**src/rtl/bus_map_pkg.sv**
```systemverilog
// bus map constants; the raw bus address carries a 0x4000 offset and each window decodes only 32 byte offsets
`default_nettype none

package bus_map_pkg;

    // byte-wide write-only register bus
    localparam int BUS_ADDR_W = 16;
    localparam int BUS_DATA_W = 8;

    // raw address minus this gives the internal bus address
    localparam logic [BUS_ADDR_W-1:0] BUS_ADDR_OFFSET = 16'h4000;

    // command sequencer window
    localparam logic [BUS_ADDR_W-1:0] CMD_BASEADDR = 16'h0000;
    localparam logic [BUS_ADDR_W-1:0] CMD_HIGHADDR = 16'h7FFF;

    // trigger (tlu) window
    localparam logic [BUS_ADDR_W-1:0] TLU_BASEADDR = 16'h8200;
    localparam logic [BUS_ADDR_W-1:0] TLU_HIGHADDR = 16'h82FF;

    // offset inside a window as seen by the execute stages
    localparam int LOCAL_ADDR_W = 5;

    // command registers
    localparam logic [LOCAL_ADDR_W-1:0] CMD_REG_START  = 5'd0;
    localparam logic [LOCAL_ADDR_W-1:0] CMD_REG_LENGTH = 5'd1;
    localparam logic [LOCAL_ADDR_W-1:0] CMD_REG_CTRL   = 5'd2;
    // first byte of command memory
    localparam logic [LOCAL_ADDR_W-1:0] CMD_MEM_OFFSET = 5'd16;

    // trigger veto mask register
    localparam logic [LOCAL_ADDR_W-1:0] TLU_REG_VETO = 5'd0;

endpackage

`default_nettype wire

```
**src/rtl/readout_pkg.sv**
```systemverilog
// readout constants; blink dividers assume a 40 MHz CLK_40 and command length is capped at 128 bits
`default_nettype none

package readout_pkg;

    // command memory, one byte per word
    localparam int CMD_MEM_BYTES = 16;
    localparam int CMD_MEM_AW    = $clog2(CMD_MEM_BYTES);

    // bit counter and length register
    localparam int CMD_CNT_W = 8;
    localparam logic [CMD_CNT_W-1:0] CMD_MAX_BITS = 8'd128;

    // receiver channels feeding the status LEDs
    localparam int RX_CHANNELS = 4;

    // veto mask, bit 0 fifo full, bit 1 veto input
    localparam int VETO_W = 2;

    // full blink periods in CLK_40 cycles
    localparam int BLINK_SLOW_DIV = 40000000;
    localparam int BLINK_FAST_DIV = 13333333;
    localparam int BLINK_CNT_W    = $clog2(BLINK_SLOW_DIV);

    // toggle points, index 0 slow, index 1 fast
    localparam logic [BLINK_CNT_W-1:0] BLINK_LAST [2] = '{
        BLINK_CNT_W'(BLINK_SLOW_DIV / 2 - 1),
        BLINK_CNT_W'(BLINK_FAST_DIV / 2 - 1)
    };

    // trigger synchronizer depth
    localparam int SYNC_STAGES = 2;

endpackage

`default_nettype wire

```
**src/rtl/bus_decode.sv**
```systemverilog
// bus write decode; writes beyond the first 32 offsets of a window are dropped, and strobes lag the write by one cycle
`timescale 1ns/10ps
`default_nettype none

module bus_decode
(
    input  wire                                 CLK_40,
    input  wire                                 i_rst_n,
    input  wire [bus_map_pkg::BUS_ADDR_W-1:0]   i_add,
    input  wire [bus_map_pkg::BUS_DATA_W-1:0]   i_data,
    input  wire                                 i_wr_b,
    output logic                                o_cmd_wr,
    output logic                                o_tlu_wr,
    output logic [bus_map_pkg::LOCAL_ADDR_W-1:0] o_local_addr,
    output logic [bus_map_pkg::BUS_DATA_W-1:0]  o_wdata
);

    logic [bus_map_pkg::BUS_ADDR_W-1:0] bus_add;
    logic [bus_map_pkg::BUS_ADDR_W-1:0] cmd_off;
    logic [bus_map_pkg::BUS_ADDR_W-1:0] tlu_off;
    logic                               bus_wr;
    logic                               cmd_hit;
    logic                               tlu_hit;

    // strip the raw bus offset
    assign bus_add = i_add - bus_map_pkg::BUS_ADDR_OFFSET;
    assign bus_wr  = ~i_wr_b;

    // offsets wrap below base, so one compare covers both window edges
    assign cmd_off = bus_add - bus_map_pkg::CMD_BASEADDR;
    assign tlu_off = bus_add - bus_map_pkg::TLU_BASEADDR;

    // in window and inside the decoded local range
    assign cmd_hit = (cmd_off <= (bus_map_pkg::CMD_HIGHADDR - bus_map_pkg::CMD_BASEADDR))
                     && (cmd_off[bus_map_pkg::BUS_ADDR_W-1:bus_map_pkg::LOCAL_ADDR_W] == '0);
    assign tlu_hit = (tlu_off <= (bus_map_pkg::TLU_HIGHADDR - bus_map_pkg::TLU_BASEADDR))
                     && (tlu_off[bus_map_pkg::BUS_ADDR_W-1:bus_map_pkg::LOCAL_ADDR_W] == '0);

    // one-cycle strobes, high the cycle after the write
    always_ff @(posedge CLK_40 or negedge i_rst_n)
    begin
        if (!i_rst_n)
        begin
            o_cmd_wr <= 1'b0;
            o_tlu_wr <= 1'b0;
        end
        else
        begin
            o_cmd_wr <= bus_wr && cmd_hit;
            o_tlu_wr <= bus_wr && tlu_hit;
        end
    end

    // offset and data, valid alongside the strobes
    always_ff @(posedge CLK_40)
    begin
        if (bus_wr)
        begin
            o_local_addr <= cmd_hit ? cmd_off[bus_map_pkg::LOCAL_ADDR_W-1:0]
                                    : tlu_off[bus_map_pkg::LOCAL_ADDR_W-1:0];
            o_wdata      <= i_data;
        end
    end

    // windows are disjoint, so never both execute stages at once
    a_one_strobe: assert property (@(posedge CLK_40) disable iff (!i_rst_n)
        !(o_cmd_wr && o_tlu_wr))
        else $error("bus_decode: command and trigger strobes overlap");

endmodule

`default_nettype wire

```
**src/rtl/cmd_sequencer.sv**
```systemverilog
// serial command sender; length is frozen during a send and a zero length never starts one
`timescale 1ns/10ps
`default_nettype none

module cmd_sequencer
(
    input  wire                                  CLK_40,
    input  wire                                  i_rst_n,
    input  wire                                  i_cmd_wr,
    input  wire [bus_map_pkg::LOCAL_ADDR_W-1:0]  i_local_addr,
    input  wire [bus_map_pkg::BUS_DATA_W-1:0]    i_wdata,
    input  wire                                  i_ext_start,
    output logic                                 o_cmd_data,
    output logic                                 o_cmd_ready,
    output logic                                 o_ext_enable
);

    logic [bus_map_pkg::BUS_DATA_W-1:0] cmd_mem [readout_pkg::CMD_MEM_BYTES];
    logic [readout_pkg::CMD_CNT_W-1:0]  cmd_length;
    logic [readout_pkg::CMD_CNT_W-1:0]  bit_cnt;
    logic                               mem_wr;
    logic                               start_wr;
    logic                               length_wr;
    logic                               ctrl_wr;
    logic                               start_req;
    logic                               start_go;
    logic                               next_bit;

    // register decode
    assign mem_wr    = i_cmd_wr && (i_local_addr >= bus_map_pkg::CMD_MEM_OFFSET);
    assign start_wr  = i_cmd_wr && (i_local_addr == bus_map_pkg::CMD_REG_START);
    // length frozen while a send runs or starts
    assign length_wr = i_cmd_wr && (i_local_addr == bus_map_pkg::CMD_REG_LENGTH)
                       && o_cmd_ready && !start_go;
    assign ctrl_wr   = i_cmd_wr && (i_local_addr == bus_map_pkg::CMD_REG_CTRL);

    // software start or accepted trigger starts only from idle
    assign start_req = start_wr || (i_ext_start && o_ext_enable);
    assign start_go  = start_req && o_cmd_ready && (cmd_length != '0);

    // byte index from upper counter bits and msb first inside a byte
    // counter sits at zero while idle so this is bit 0 at start
    assign next_bit = cmd_mem[bit_cnt[readout_pkg::CMD_MEM_AW+2:3]][~bit_cnt[2:0]];

    always_ff @(posedge CLK_40)
    begin
        if (mem_wr)
        begin
            cmd_mem[i_local_addr[readout_pkg::CMD_MEM_AW-1:0]] <= i_wdata;
        end
    end

    // length and control registers
    always_ff @(posedge CLK_40 or negedge i_rst_n)
    begin
        if (!i_rst_n)
        begin
            cmd_length   <= '0;
            o_ext_enable <= 1'b0;
        end
        else
        begin
            if (length_wr)
            begin
                // clamp to memory size
                cmd_length <= (i_wdata > readout_pkg::CMD_MAX_BITS) ? readout_pkg::CMD_MAX_BITS
                                                                   : i_wdata;
            end
            if (ctrl_wr)
            begin
                o_ext_enable <= i_wdata[0];
            end
        end
    end

    // shift fsm keeps ready low for exactly length cycles
    always_ff @(posedge CLK_40 or negedge i_rst_n)
    begin
        if (!i_rst_n)
        begin
            o_cmd_ready <= 1'b1;
            o_cmd_data  <= 1'b0;
            bit_cnt     <= '0;
        end
        else if (start_go)
        begin
            o_cmd_ready <= 1'b0;
            o_cmd_data  <= next_bit;
            bit_cnt     <= {{(readout_pkg::CMD_CNT_W-1){1'b0}}, 1'b1};
        end
        else if (!o_cmd_ready)
        begin
            if (bit_cnt == cmd_length)
            begin
                // last bit done so the line returns to idle low
                o_cmd_ready <= 1'b1;
                o_cmd_data  <= 1'b0;
                bit_cnt     <= '0;
            end
            else
            begin
                o_cmd_data <= next_bit;
                bit_cnt    <= bit_cnt + 1'b1;
            end
        end
    end

    // counter tracks the frozen length across the whole send
    a_cnt_in_range: assert property (@(posedge CLK_40) disable iff (!i_rst_n)
        bit_cnt <= cmd_length)
        else $error("cmd_sequencer: bit counter beyond length");

    // idle line is quiet
    a_idle_low: assert property (@(posedge CLK_40) disable iff (!i_rst_n)
        o_cmd_ready |-> !o_cmd_data)
        else $error("cmd_sequencer: data high while ready");

endmodule

`default_nettype wire

```
**src/rtl/trigger_gate.sv**
```systemverilog
// LEMO trigger gate; triggers during busy or veto are dropped, and busy holds until ready rises again
`timescale 1ns/10ps
`default_nettype none

module trigger_gate
(
    input  wire                                 CLK_40,
    input  wire                                 i_rst_n,
    input  wire                                 i_tlu_wr,
    input  wire [bus_map_pkg::LOCAL_ADDR_W-1:0] i_local_addr,
    input  wire [readout_pkg::VETO_W-1:0]       i_wdata,
    input  wire                                 i_lemo_trigger,
    input  wire                                 i_veto,
    input  wire                                 i_fifo_full,
    input  wire                                 i_cmd_ready,
    input  wire                                 i_ext_enable,
    output logic                                o_ext_start,
    output logic                                o_trigger_accepted,
    output logic                                o_tx_busy
);

    logic [readout_pkg::SYNC_STAGES-1:0] trig_sync;
    logic                                trig_prev;
    logic                                trig_rise;
    logic [readout_pkg::VETO_W-1:0]      veto_mask;
    logic                                vetoed;
    logic                                accept;
    logic                                busy;
    logic                                ready_prev;
    logic                                trig_ack;

    // async trigger in at lsb, edge taken after last stage
    assign trig_rise = trig_sync[readout_pkg::SYNC_STAGES-1] & ~trig_prev;

    // bit 0 fifo full, bit 1 veto input
    assign vetoed = |(veto_mask & {i_veto, i_fifo_full});
    assign accept = trig_rise & i_ext_enable & ~vetoed & ~busy;

    // rising edge of ready acknowledges the trigger
    assign trig_ack = i_cmd_ready & ~ready_prev;

    // same pulse drives the sequencer start
    assign o_ext_start = o_trigger_accepted;

    // busy line follows ready when triggering is off
    assign o_tx_busy = i_ext_enable ? busy : ~i_cmd_ready;

    always_ff @(posedge CLK_40 or negedge i_rst_n)
    begin
        if (!i_rst_n)
        begin
            trig_sync <= '0;
            trig_prev <= 1'b0;
        end
        else
        begin
            trig_sync <= {trig_sync[readout_pkg::SYNC_STAGES-2:0], i_lemo_trigger};
            trig_prev <= trig_sync[readout_pkg::SYNC_STAGES-1];
        end
    end

    always_ff @(posedge CLK_40 or negedge i_rst_n)
    begin
        if (!i_rst_n)
        begin
            veto_mask <= '0;
        end
        else if (i_tlu_wr && (i_local_addr == bus_map_pkg::TLU_REG_VETO))
        begin
            veto_mask <= i_wdata;
        end
    end

    // accept pulse, then busy from the next cycle
    always_ff @(posedge CLK_40 or negedge i_rst_n)
    begin
        if (!i_rst_n)
        begin
            o_trigger_accepted <= 1'b0;
            busy               <= 1'b0;
            ready_prev         <= 1'b1;
        end
        else
        begin
            o_trigger_accepted <= accept;
            ready_prev         <= i_cmd_ready;
            // new trigger wins over a late acknowledge
            if (o_trigger_accepted)
            begin
                busy <= 1'b1;
            end
            else if (trig_ack)
            begin
                busy <= 1'b0;
            end
        end
    end

    // sync edge spacing and busy set keep accepts apart
    a_no_accept_busy: assert property (@(posedge CLK_40) disable iff (!i_rst_n)
        o_trigger_accepted |-> !busy)
        else $error("trigger_gate: trigger accepted while busy");

endmodule

`default_nettype wire

```
**src/rtl/status_led.sv**
```systemverilog
// status LEDs; blink rates assume a 40 MHz clock, and the outputs are combinational from the receiver levels
`timescale 1ns/10ps
`default_nettype none

module status_led
(
    input  wire                                 CLK_40,
    input  wire                                 i_rst_n,
    input  wire [readout_pkg::RX_CHANNELS-1:0]  i_rx_ready,
    input  wire [readout_pkg::RX_CHANNELS-1:0]  i_rx_dec_err,
    input  wire [readout_pkg::RX_CHANNELS-1:0]  i_rx_overflow,
    input  wire                                 i_fifo_full,
    output logic [readout_pkg::RX_CHANNELS:0]   o_led
);

    // index 0 slow blink, index 1 fast blink
    logic [readout_pkg::BLINK_CNT_W-1:0] blink_cnt [2];
    logic [1:0]                          blink_q;

    // toggle dividers, half period each
    always_ff @(posedge CLK_40 or negedge i_rst_n)
    begin
        if (!i_rst_n)
        begin
            for (int i = 0; i < 2; i++)
            begin
                blink_cnt[i] <= '0;
            end
            blink_q <= '0;
        end
        else
        begin
            for (int i = 0; i < 2; i++)
            begin
                if (blink_cnt[i] == readout_pkg::BLINK_LAST[i])
                begin
                    blink_cnt[i] <= '0;
                    blink_q[i]   <= ~blink_q[i];
                end
                else
                begin
                    blink_cnt[i] <= blink_cnt[i] + 1'b1;
                end
            end
        end
    end

    always_comb
    begin
        // per channel: off unless ready, fast on decode error, solid on overflow
        for (int n = 0; n < readout_pkg::RX_CHANNELS; n++)
        begin
            o_led[n] = i_rx_ready[n]
                       & ((i_rx_dec_err[n] ? blink_q[1] : blink_q[0]) | i_rx_overflow[n]);
        end
        // heartbeat, solid when fifo full
        o_led[readout_pkg::RX_CHANNELS] = blink_q[0] | i_fifo_full;
    end

endmodule

`default_nettype wire

```
**src/rtl/readout_top.sv**
```systemverilog
// trigger and command top on one 40 MHz clock; receiver levels and FIFO full come from outside
`timescale 1ns/10ps
`default_nettype none

module readout_top
(
    input  wire                                CLK_40,
    input  wire                                i_rst_n,
    input  wire [bus_map_pkg::BUS_ADDR_W-1:0]  i_add,
    input  wire [bus_map_pkg::BUS_DATA_W-1:0]  i_data,
    input  wire                                i_wr_b,
    input  wire                                i_lemo_trigger,
    input  wire                                i_veto,
    input  wire                                i_fifo_full,
    input  wire [readout_pkg::RX_CHANNELS-1:0] i_rx_ready,
    input  wire [readout_pkg::RX_CHANNELS-1:0] i_rx_dec_err,
    input  wire [readout_pkg::RX_CHANNELS-1:0] i_rx_overflow,
    output wire                                o_cmd_data,
    output wire                                o_cmd_ready,
    output wire                                o_trigger_accepted,
    output wire                                o_tx_busy,
    output wire [readout_pkg::RX_CHANNELS:0]   o_led
);

    // decoded bus
    wire                                 cmd_wr;
    wire                                 tlu_wr;
    wire [bus_map_pkg::LOCAL_ADDR_W-1:0] local_addr;
    wire [bus_map_pkg::BUS_DATA_W-1:0]   wdata;

    // trigger to sequencer handshake levels
    wire ext_start;
    wire ext_enable;

    bus_decode u_bus_decode (
        .CLK_40       (CLK_40),
        .i_rst_n      (i_rst_n),
        .i_add        (i_add),
        .i_data       (i_data),
        .i_wr_b       (i_wr_b),
        .o_cmd_wr     (cmd_wr),
        .o_tlu_wr     (tlu_wr),
        .o_local_addr (local_addr),
        .o_wdata      (wdata)
    );

    cmd_sequencer u_cmd_sequencer (
        .CLK_40       (CLK_40),
        .i_rst_n      (i_rst_n),
        .i_cmd_wr     (cmd_wr),
        .i_local_addr (local_addr),
        .i_wdata      (wdata),
        .i_ext_start  (ext_start),
        .o_cmd_data   (o_cmd_data),
        .o_cmd_ready  (o_cmd_ready),
        .o_ext_enable (ext_enable)
    );

    // only the mask bits of the data byte reach the gate
    trigger_gate u_trigger_gate (
        .CLK_40             (CLK_40),
        .i_rst_n            (i_rst_n),
        .i_tlu_wr           (tlu_wr),
        .i_local_addr       (local_addr),
        .i_wdata            (wdata[readout_pkg::VETO_W-1:0]),
        .i_lemo_trigger     (i_lemo_trigger),
        .i_veto             (i_veto),
        .i_fifo_full        (i_fifo_full),
        .i_cmd_ready        (o_cmd_ready),
        .i_ext_enable       (ext_enable),
        .o_ext_start        (ext_start),
        .o_trigger_accepted (o_trigger_accepted),
        .o_tx_busy          (o_tx_busy)
    );

    status_led u_status_led (
        .CLK_40        (CLK_40),
        .i_rst_n       (i_rst_n),
        .i_rx_ready    (i_rx_ready),
        .i_rx_dec_err  (i_rx_dec_err),
        .i_rx_overflow (i_rx_overflow),
        .i_fifo_full   (i_fifo_full),
        .o_led         (o_led)
    );

endmodule

`default_nettype wire

```
**config.mk**
```make
export PLATFORM = sky130hd
export DESIGN_NAME = readout_top
export DESIGN_NICKNAME = d
export VERILOG_FILES = /design/src/rtl/bus_map_pkg.sv /design/src/rtl/readout_pkg.sv /design/src/rtl/bus_decode.sv /design/src/rtl/cmd_sequencer.sv /design/src/rtl/trigger_gate.sv /design/src/rtl/status_led.sv /design/src/rtl/readout_top.sv
export SDC_FILE = /design/constraint.sdc
export NUM_CORES = 1
export LEC_CHECK = 0
export ABC_AREA = 1
export BUFFER_PORTS_ARGS = -buffer_cell sky130_fd_sc_hd__buf_2
export CORE_MARGIN = 2
export CORE_UTILIZATION = 50
export DETAILED_ROUTE_END_ITERATION = 8
export PLACE_DENSITY = 0.7
export SYNTH_ARGS = -nofsm -noshare
export SYNTH_HDL_FRONTEND = slang
export SYNTH_SLANG_ARGS = --single-unit
```
**constraint.sdc**
```tcl
create_clock -name CLK_40 -period 1.7 [get_ports CLK_40]
set_clock_uncertainty 0.1 [all_clocks]
set_input_delay 0.085 -clock CLK_40 [delete_from_list [all_inputs] [get_ports CLK_40]]
set_output_delay 0.085 -clock CLK_40 [all_outputs]
set_load 0.01 [all_outputs]
```
==> report_table.html <==
<table>
<tr><th>Metric</th><th>Value</th></tr>
<tr><th colspan="2">Setup path</th></tr>
<tr><td>Critical path buffers and inverters</td><td>2</td></tr>
<tr><td>Setup CP Type</td><td>register to register</td></tr>
<tr><td>Worst path most repeated cell</td><td>nand3_1</td></tr>
<tr><td>Critical path startpoint category</td><td>register</td></tr>
<tr><td>Crit. End Element</td><td>register</td></tr>
<tr><td>Setup slack of the worst register-to-register path</td><td>-0.17 ns</td></tr>
<tr><td>Endpoint arrival time on the critical path</td><td>2.19 ns</td></tr>
<tr><td>RR Startpoint</td><td>u_cmd_sequencer.bit_cnt[3]$_DFFE_PN0P_</td></tr>
<tr><td>End of the worst register-to-register path</td><td>u_cmd_sequencer.o_cmd_data$_DFFE_PN0P_</td></tr>
<tr><td>Critical Path Fanout Max</td><td>16</td></tr>
<tr><td>Worst path top cell family by delay</td><td>simple AND/OR/NAND/NOR gates</td></tr>
<tr><td>Slowest stage delay, CP</td><td>0.44 ns</td></tr>
<tr><td>Critical path cell sequence</td><td>buf_12 -&gt; clkbuf_16 -&gt; nand2_1 -&gt; nand3_1 -&gt; nand3_1 -&gt; nand3_1 -&gt; nand3_1 -&gt; nand2_1 -&gt; nand2_1 -&gt; nand3_1 -&gt; nand3_1 -&gt; nand2_1</td></tr>
<tr><td>Crit path max-delay cell type</td><td>dfrtp_2</td></tr>
<tr><td>Required time of the critical path</td><td>2.02 ns</td></tr>
<tr><td>Count of cells along the worst register-to-register path</td><td>12</td></tr>
<tr><th colspan="2">STA</th></tr>
<tr><td>Worst relative slew slack</td><td>64.6%</td></tr>
<tr><td>Max-slew violation count</td><td>0</td></tr>
<tr><td>Minimum clock period after layout</td><td>1.87 ns</td></tr>
<tr><td>Worst hold slack after final layout</td><td>0.0319 ns</td></tr>
<tr><td>Unrepaired setup endpoints after global routing</td><td>true</td></tr>
<tr><td>Hold violation total from the final report</td><td>0</td></tr>
<tr><td>Final cycle utilization of the critical path</td><td>110%</td></tr>
<tr><td>Max frequency</td><td>533 MHz</td></tr>
<tr><td>Final Worst Setup Slack</td><td>-0.175 ns</td></tr>
<tr><td># setup viols final</td><td>43</td></tr>
<tr><td>Transition time at the pin with the least slew margin</td><td>0.530 ns</td></tr>
<tr><th colspan="2">Worst hold path</th></tr>
<tr><td>Worst hold path startpoint</td><td>i_wr_b</td></tr>
<tr><td>Hold Crit Depth</td><td>2</td></tr>
<tr><td>Worst-case hold path end point</td><td>u_bus_decode.o_local_addr[4]$_DFFE_PN_</td></tr>
<tr><td>Type of the tightest min-delay check</td><td>input pin to register</td></tr>
<tr><th colspan="2">Floorplanning</th></tr>
<tr><td>Core Region</td><td>20100 um2</td></tr>
<tr><td>Vertical extent of the die</td><td>147 um</td></tr>
<tr><td>X dimension of the die</td><td>147 um</td></tr>
<tr><td>Top-level port count</td><td>51</td></tr>
<tr><td>Total Die Area</td><td>21500 um2</td></tr>
<tr><td>Initial Util</td><td>50.6%</td></tr>
<tr><td>Count of standard-cell rows</td><td>52</td></tr>
<tr><th colspan="2">Logic synthesis</th></tr>
<tr><td>Compound-cell area share of the yosys netlist</td><td>3.25%</td></tr>
<tr><td>Parity-gate share of the synthesized area counting xor and xnor cells</td><td>2.24%</td></tr>
<tr><td>Main combinational cell family by area after synthesis</td><td>simple AND/OR/NAND/NOR gates</td></tr>
<tr><td>Most area-consuming cells after synthesis</td><td>edfxtp_1 (42%), dfrtp_1 (20%), nand2_1 (8.7%), nand3_1 (7.7%), inv_1 (4.0%)</td></tr>
<tr><td>Biggest area consumer among synthesized cells</td><td>edfxtp_1</td></tr>
<tr><td>Count of unique library cells instantiated by Yosys</td><td>40</td></tr>
<tr><td>Post-synthesis share of cell area spent on full adders, half adders and majority gates</td><td>0.738%</td></tr>
<tr><td>Mux cell area share after synthesis</td><td>0%</td></tr>
<tr><td>#FFs+latches synth</td><td>224</td></tr>
<tr><td>Net count after synthesis</td><td>1083</td></tr>
<tr><td>Yosys synthesis warning count</td><td>0</td></tr>
<tr><td>Sequential area share after synthesis</td><td>62.0%</td></tr>
<tr><td>Avg Cell Area, Syn</td><td>9.83 um2</td></tr>
<tr><td>Post-synth top area share</td><td>41.6%</td></tr>
<tr><td>Gate count after technology mapping</td><td>1035</td></tr>
<tr><td>Area fraction in and, or, nand and nor cells after synthesis</td><td>25.9%</td></tr>
<tr><td>Summed instance area of the synthesized netlist</td><td>10200 um2</td></tr>
<tr><th colspan="2">Cells and area</th></tr>
<tr><td>Fraction of layout cells with a size suffix above 1</td><td>34.5%</td></tr>
<tr><td>Number of inserted diodes</td><td>0</td></tr>
<tr><td>Filler cell count</td><td>1328</td></tr>
<tr><td>Post-Route Utilization</td><td>69.9%</td></tr>
<tr><td>Area added between synthesis and finish</td><td>38.1%</td></tr>
<tr><td>Count of nets after finishing</td><td>1336</td></tr>
<tr><th colspan="2">Clock tree</th></tr>
<tr><td>CTS Sinks</td><td>224</td></tr>
<tr><td>Num CTS Buffers</td><td>23</td></tr>
<tr><td>Number of H-tree levels</td><td>1</td></tr>
<tr><td>Clock-pin slew reported for the worst setup and hold paths after clock tree synthesis</td><td>0.07 ns</td></tr>
<tr><td>Worst-skew pair later-pin latency</td><td>0.53 ns</td></tr>
<tr><td>Clock tree from TritonCTS</td><td>done</td></tr>
<tr><td>Number of buffers on the longest clock path</td><td>3</td></tr>
<tr><td>Clock root buffer</td><td>clkbuf_16</td></tr>
<tr><th colspan="2">Detailed routing</th></tr>
<tr><td>Aggregate routed wire length</td><td>29300 um</td></tr>
<tr><td>Vias per inst</td><td>5.66</td></tr>
<tr><td>Post-route DRC violation count</td><td>0</td></tr>
<tr><td>TritonRoute pass-1 iters</td><td>5</td></tr>
<tr><td>Violation count after the first detailed-routing iteration</td><td>787</td></tr>
<tr><td>Vias after detailed routing</td><td>8901</td></tr>
<tr><td>Routed Antenna Nets</td><td>0</td></tr>
<tr><td>Wire length per cell after detailed routing</td><td>18.6 um</td></tr>
<tr><th colspan="2">Global route</th></tr>
<tr><td>Antenna violations before repair</td><td>0</td></tr>
<tr><td>GRT Total Usage</td><td>23.8%</td></tr>
<tr><td>Busiest metal layer after global routing</td><td>met2</td></tr>
<tr><td>Fraction of met2 tracks used by global routing</td><td>40.3%</td></tr>
<tr><td>Wire length of the first global-routing pass</td><td>40800 um</td></tr>
<tr><td>Total congestion overflow</td><td>0</td></tr>
<tr><td>Pin count of the biggest net entering global routing</td><td>84</td></tr>
<tr><td>Met1 routing resource usage after global routing</td><td>32.1%</td></tr>
<tr><td>Global Route met3 Usage</td><td>2.81%</td></tr>
<tr><td>Number of global-route vias before repair</td><td>8267</td></tr>
<tr><th colspan="2">Pwr</th></tr>
<tr><td>Pint</td><td>8610 uW</td></tr>
<tr><td>Fraction of power spent switching nets</td><td>21.9%</td></tr>
<tr><td>Net switching power figure</td><td>2420 uW</td></tr>
<tr><td>Clock network fraction of design power</td><td>43.4%</td></tr>
<tr><td>Leakage</td><td>0.00597 uW</td></tr>
<tr><td>Relative contribution of sequential cells to total power</td><td>53.2%</td></tr>
<tr><td>Power density over the cells</td><td>785 nW/um2</td></tr>
<tr><td>Worst ir drop on vdd</td><td>925 uV</td></tr>
<tr><td>Combinational share of power</td><td>3.3%</td></tr>
<tr><th colspan="2">Run status</th></tr>
<tr><td>Outcome</td><td>finished, violations left</td></tr>
<tr><td>Violated checks</td><td>setup timing</td></tr>
<tr><th colspan="2">Place</th></tr>
<tr><td>Half-perimeter wire length after placement</td><td>16700 um</td></tr>
<tr><td>Port Buffers</td><td>50</td></tr>
<tr><td>Final weighted congestion in routability-driven placement</td><td>0.925</td></tr>
<tr><th colspan="2">Job</th></tr>
<tr><td># Max-Cap Violations</td><td>0</td></tr>
</table>
==> sequential cells by signal, summed over array words and instances, names as in the netlist <==
register                      count
u_bus_decode.o_cmd_wr             1
u_bus_decode.o_local_addr         5
u_bus_decode.o_tlu_wr             1
u_bus_decode.o_wdata              8
u_cmd_sequencer.bit_cnt           8
u_cmd_sequencer.cmd_length        8
u_cmd_sequencer.cmd_mem         128
u_cmd_sequencer.o_cmd_data        1
u_cmd_sequencer.o_cmd_ready       1
u_cmd_sequencer.o_ext_enable      1
u_status_led.blink_cnt           52
u_status_led.blink_q              2
u_trigger_gate.busy               1
u_trigger_gate.o_ext_start        1
u_trigger_gate.ready_prev         1
u_trigger_gate.trig_prev          1
u_trigger_gate.trig_sync          2
u_trigger_gate.veto_mask          2
==> worst reg2reg max path, delay by kind of cell (launching register included) <==
kind | cells | cell delay [ns]
simple gates | 10 | 0.87
buf+inv | 2 | 0.34
flops | 1 | 0.44
==> cells by family after synthesis <==
family | after synthesis
AOI/OAI and AO/OA | 59
xor gates and xnor gates | 26
adders and majority gates | 6
buffers and inverters | 145
DFF | 224
and+or+nand+nor | 575
==> how the worst max path moves through the flow <==
stage / start / endpoint / slack (ns) / cells after the start
2_1_floorplan: u_bus_decode.o_local_addr[3]$_DFFE_PN_ / u_cmd_sequencer.cmd_mem[1][0]$_DFFE_PP_ / -0.1 / 3
3_3_place_gp: u_status_led.blink_cnt[0]$_DFF_PN0_ / u_status_led.blink_cnt[24]$_DFF_PN0_ / -0.10 / 10
3_5_place_dp: u_status_led.blink_cnt[0]$_DFF_PN0_ / u_status_led.blink_cnt[24]$_DFF_PN0_ / -0.19 / 10
4_1_cts: u_status_led.blink_cnt[0]$_DFF_PN0_ / u_status_led.blink_cnt[24]$_DFF_PN0_ / -0.09 / 10
5_1_grt: u_cmd_sequencer.bit_cnt[3]$_DFFE_PN0P_ / u_cmd_sequencer.o_cmd_data$_DFFE_PN0P_ / -0.24 / 12
6_report: u_cmd_sequencer.bit_cnt[3]$_DFFE_PN0P_ / u_cmd_sequencer.o_cmd_data$_DFFE_PN0P_ / -0.17 / 12
==> stage by stage <==
stage / TNS [ns] / instance area [um2] / setup slack, ns / std cells / total power, uW
after floorplan: -2.03 / 10200 / -0.0962 / 1035 / 6060
after global placement: -0.234 / 11700 / -0.101 / 1457 / 6280
after detailed placement: -0.907 / 11700 / -0.188 / 1457 / 6290
after CTS: -0.556 / 12900 / -0.0864 / 1534 / 11000
after global routing: -7.80 / 14100 / -0.239 / 1574 / 11300
final: -3.07 / 14100 / -0.175 / 1574 / 11000
==> cell usage in the layout, fill, tap and decap left out, drive strengths merged <==
master	count
o211ai	3
or2	2
nor2	88
nand3b	2
xnor2	5
dlygate4sd3	26
nand3	158
xor2	21
clkbuf	36
a221oi	2
edfxtp	141
nand4	25
and3	1
nor3	37
o21ai	34
nor4	17
dfstp	2
clkinvlp	1
clkinv	10
buf	226
a21oi	12
o21a	1
nor3b	2
o41ai	1
o22ai	6
nand2	243
dfrtp	81
ha	6
inv	115
==> area by class of cell <==
cell class / instances / area, um2 / area share (%)
clock buffer: 28 / 616 / 4.38
clock inverter: 13 / 97.6 / 0.694
inverter: 112 / 444 / 3.16
multi-input combinational: 666 / 3940 / 28.0
sequential: 224 / 6320 / 45.0
tap: 270 / 338 / 2.40
timing repair buffer: 260 / 2290 / 16.3
timing repair inverter: 1 / 11.3 / 0.0801
==> power groups by stage <==
stage / logic [uW] / registers (uW) / clock network [uW]
2_1_floorplan: 45.4 / 6020 / 0
3_3_place_gp: 296 / 5980 / 0
3_5_place_dp: 304 / 5980 / 0
4_1_cts: 346 / 5870 / 4820
5_1_grt: 394 / 5870 / 5030
6_report: 367 / 5870 / 4790
==> synth_stat cells (all sizes together) <==
master  instances
nand2         243
nand3         158
edfxtp        141
inv           111
nor2           88
dfrtp          81
nor3           37
o21ai          34
nand4          25
buf            21
xor2           21
nor4           17
a21oi          12
clkbuf         12
ha              6
o22ai           6
xnor2           5
o211ai          3
a221oi          2
dfstp           2
nand3b          2
nor3b           2
or2             2
and3            1
clkinv          1
o21a            1
o41ai           1
==> metal layers <==
| metal | vias up | wire [um] |
|---|---|---|
| li1 | 4033 | - |
| met1 | 4307 | 11400 |
| met2 | 472 | 14600 |
| met3 | 89 | 2450 |
| met4 | 0 | 933 |
| met5 | - | 0 |
==> what timing repair did <==
| action | CTS | global route |
|---|---|---|
| gates resized for setup | 52 | 180 |
| buffers inserted | 8 | 30 |
| setup endpoints to repair | 27 | 96 |
| pin swaps | 13 | 48 |
| hold endpoints to repair | 100 | 0 |
| cloned | 2 | 11 |
| hold buffers | 26 | 0 |
Note: power is estimated with default switching activity, not from simulation.
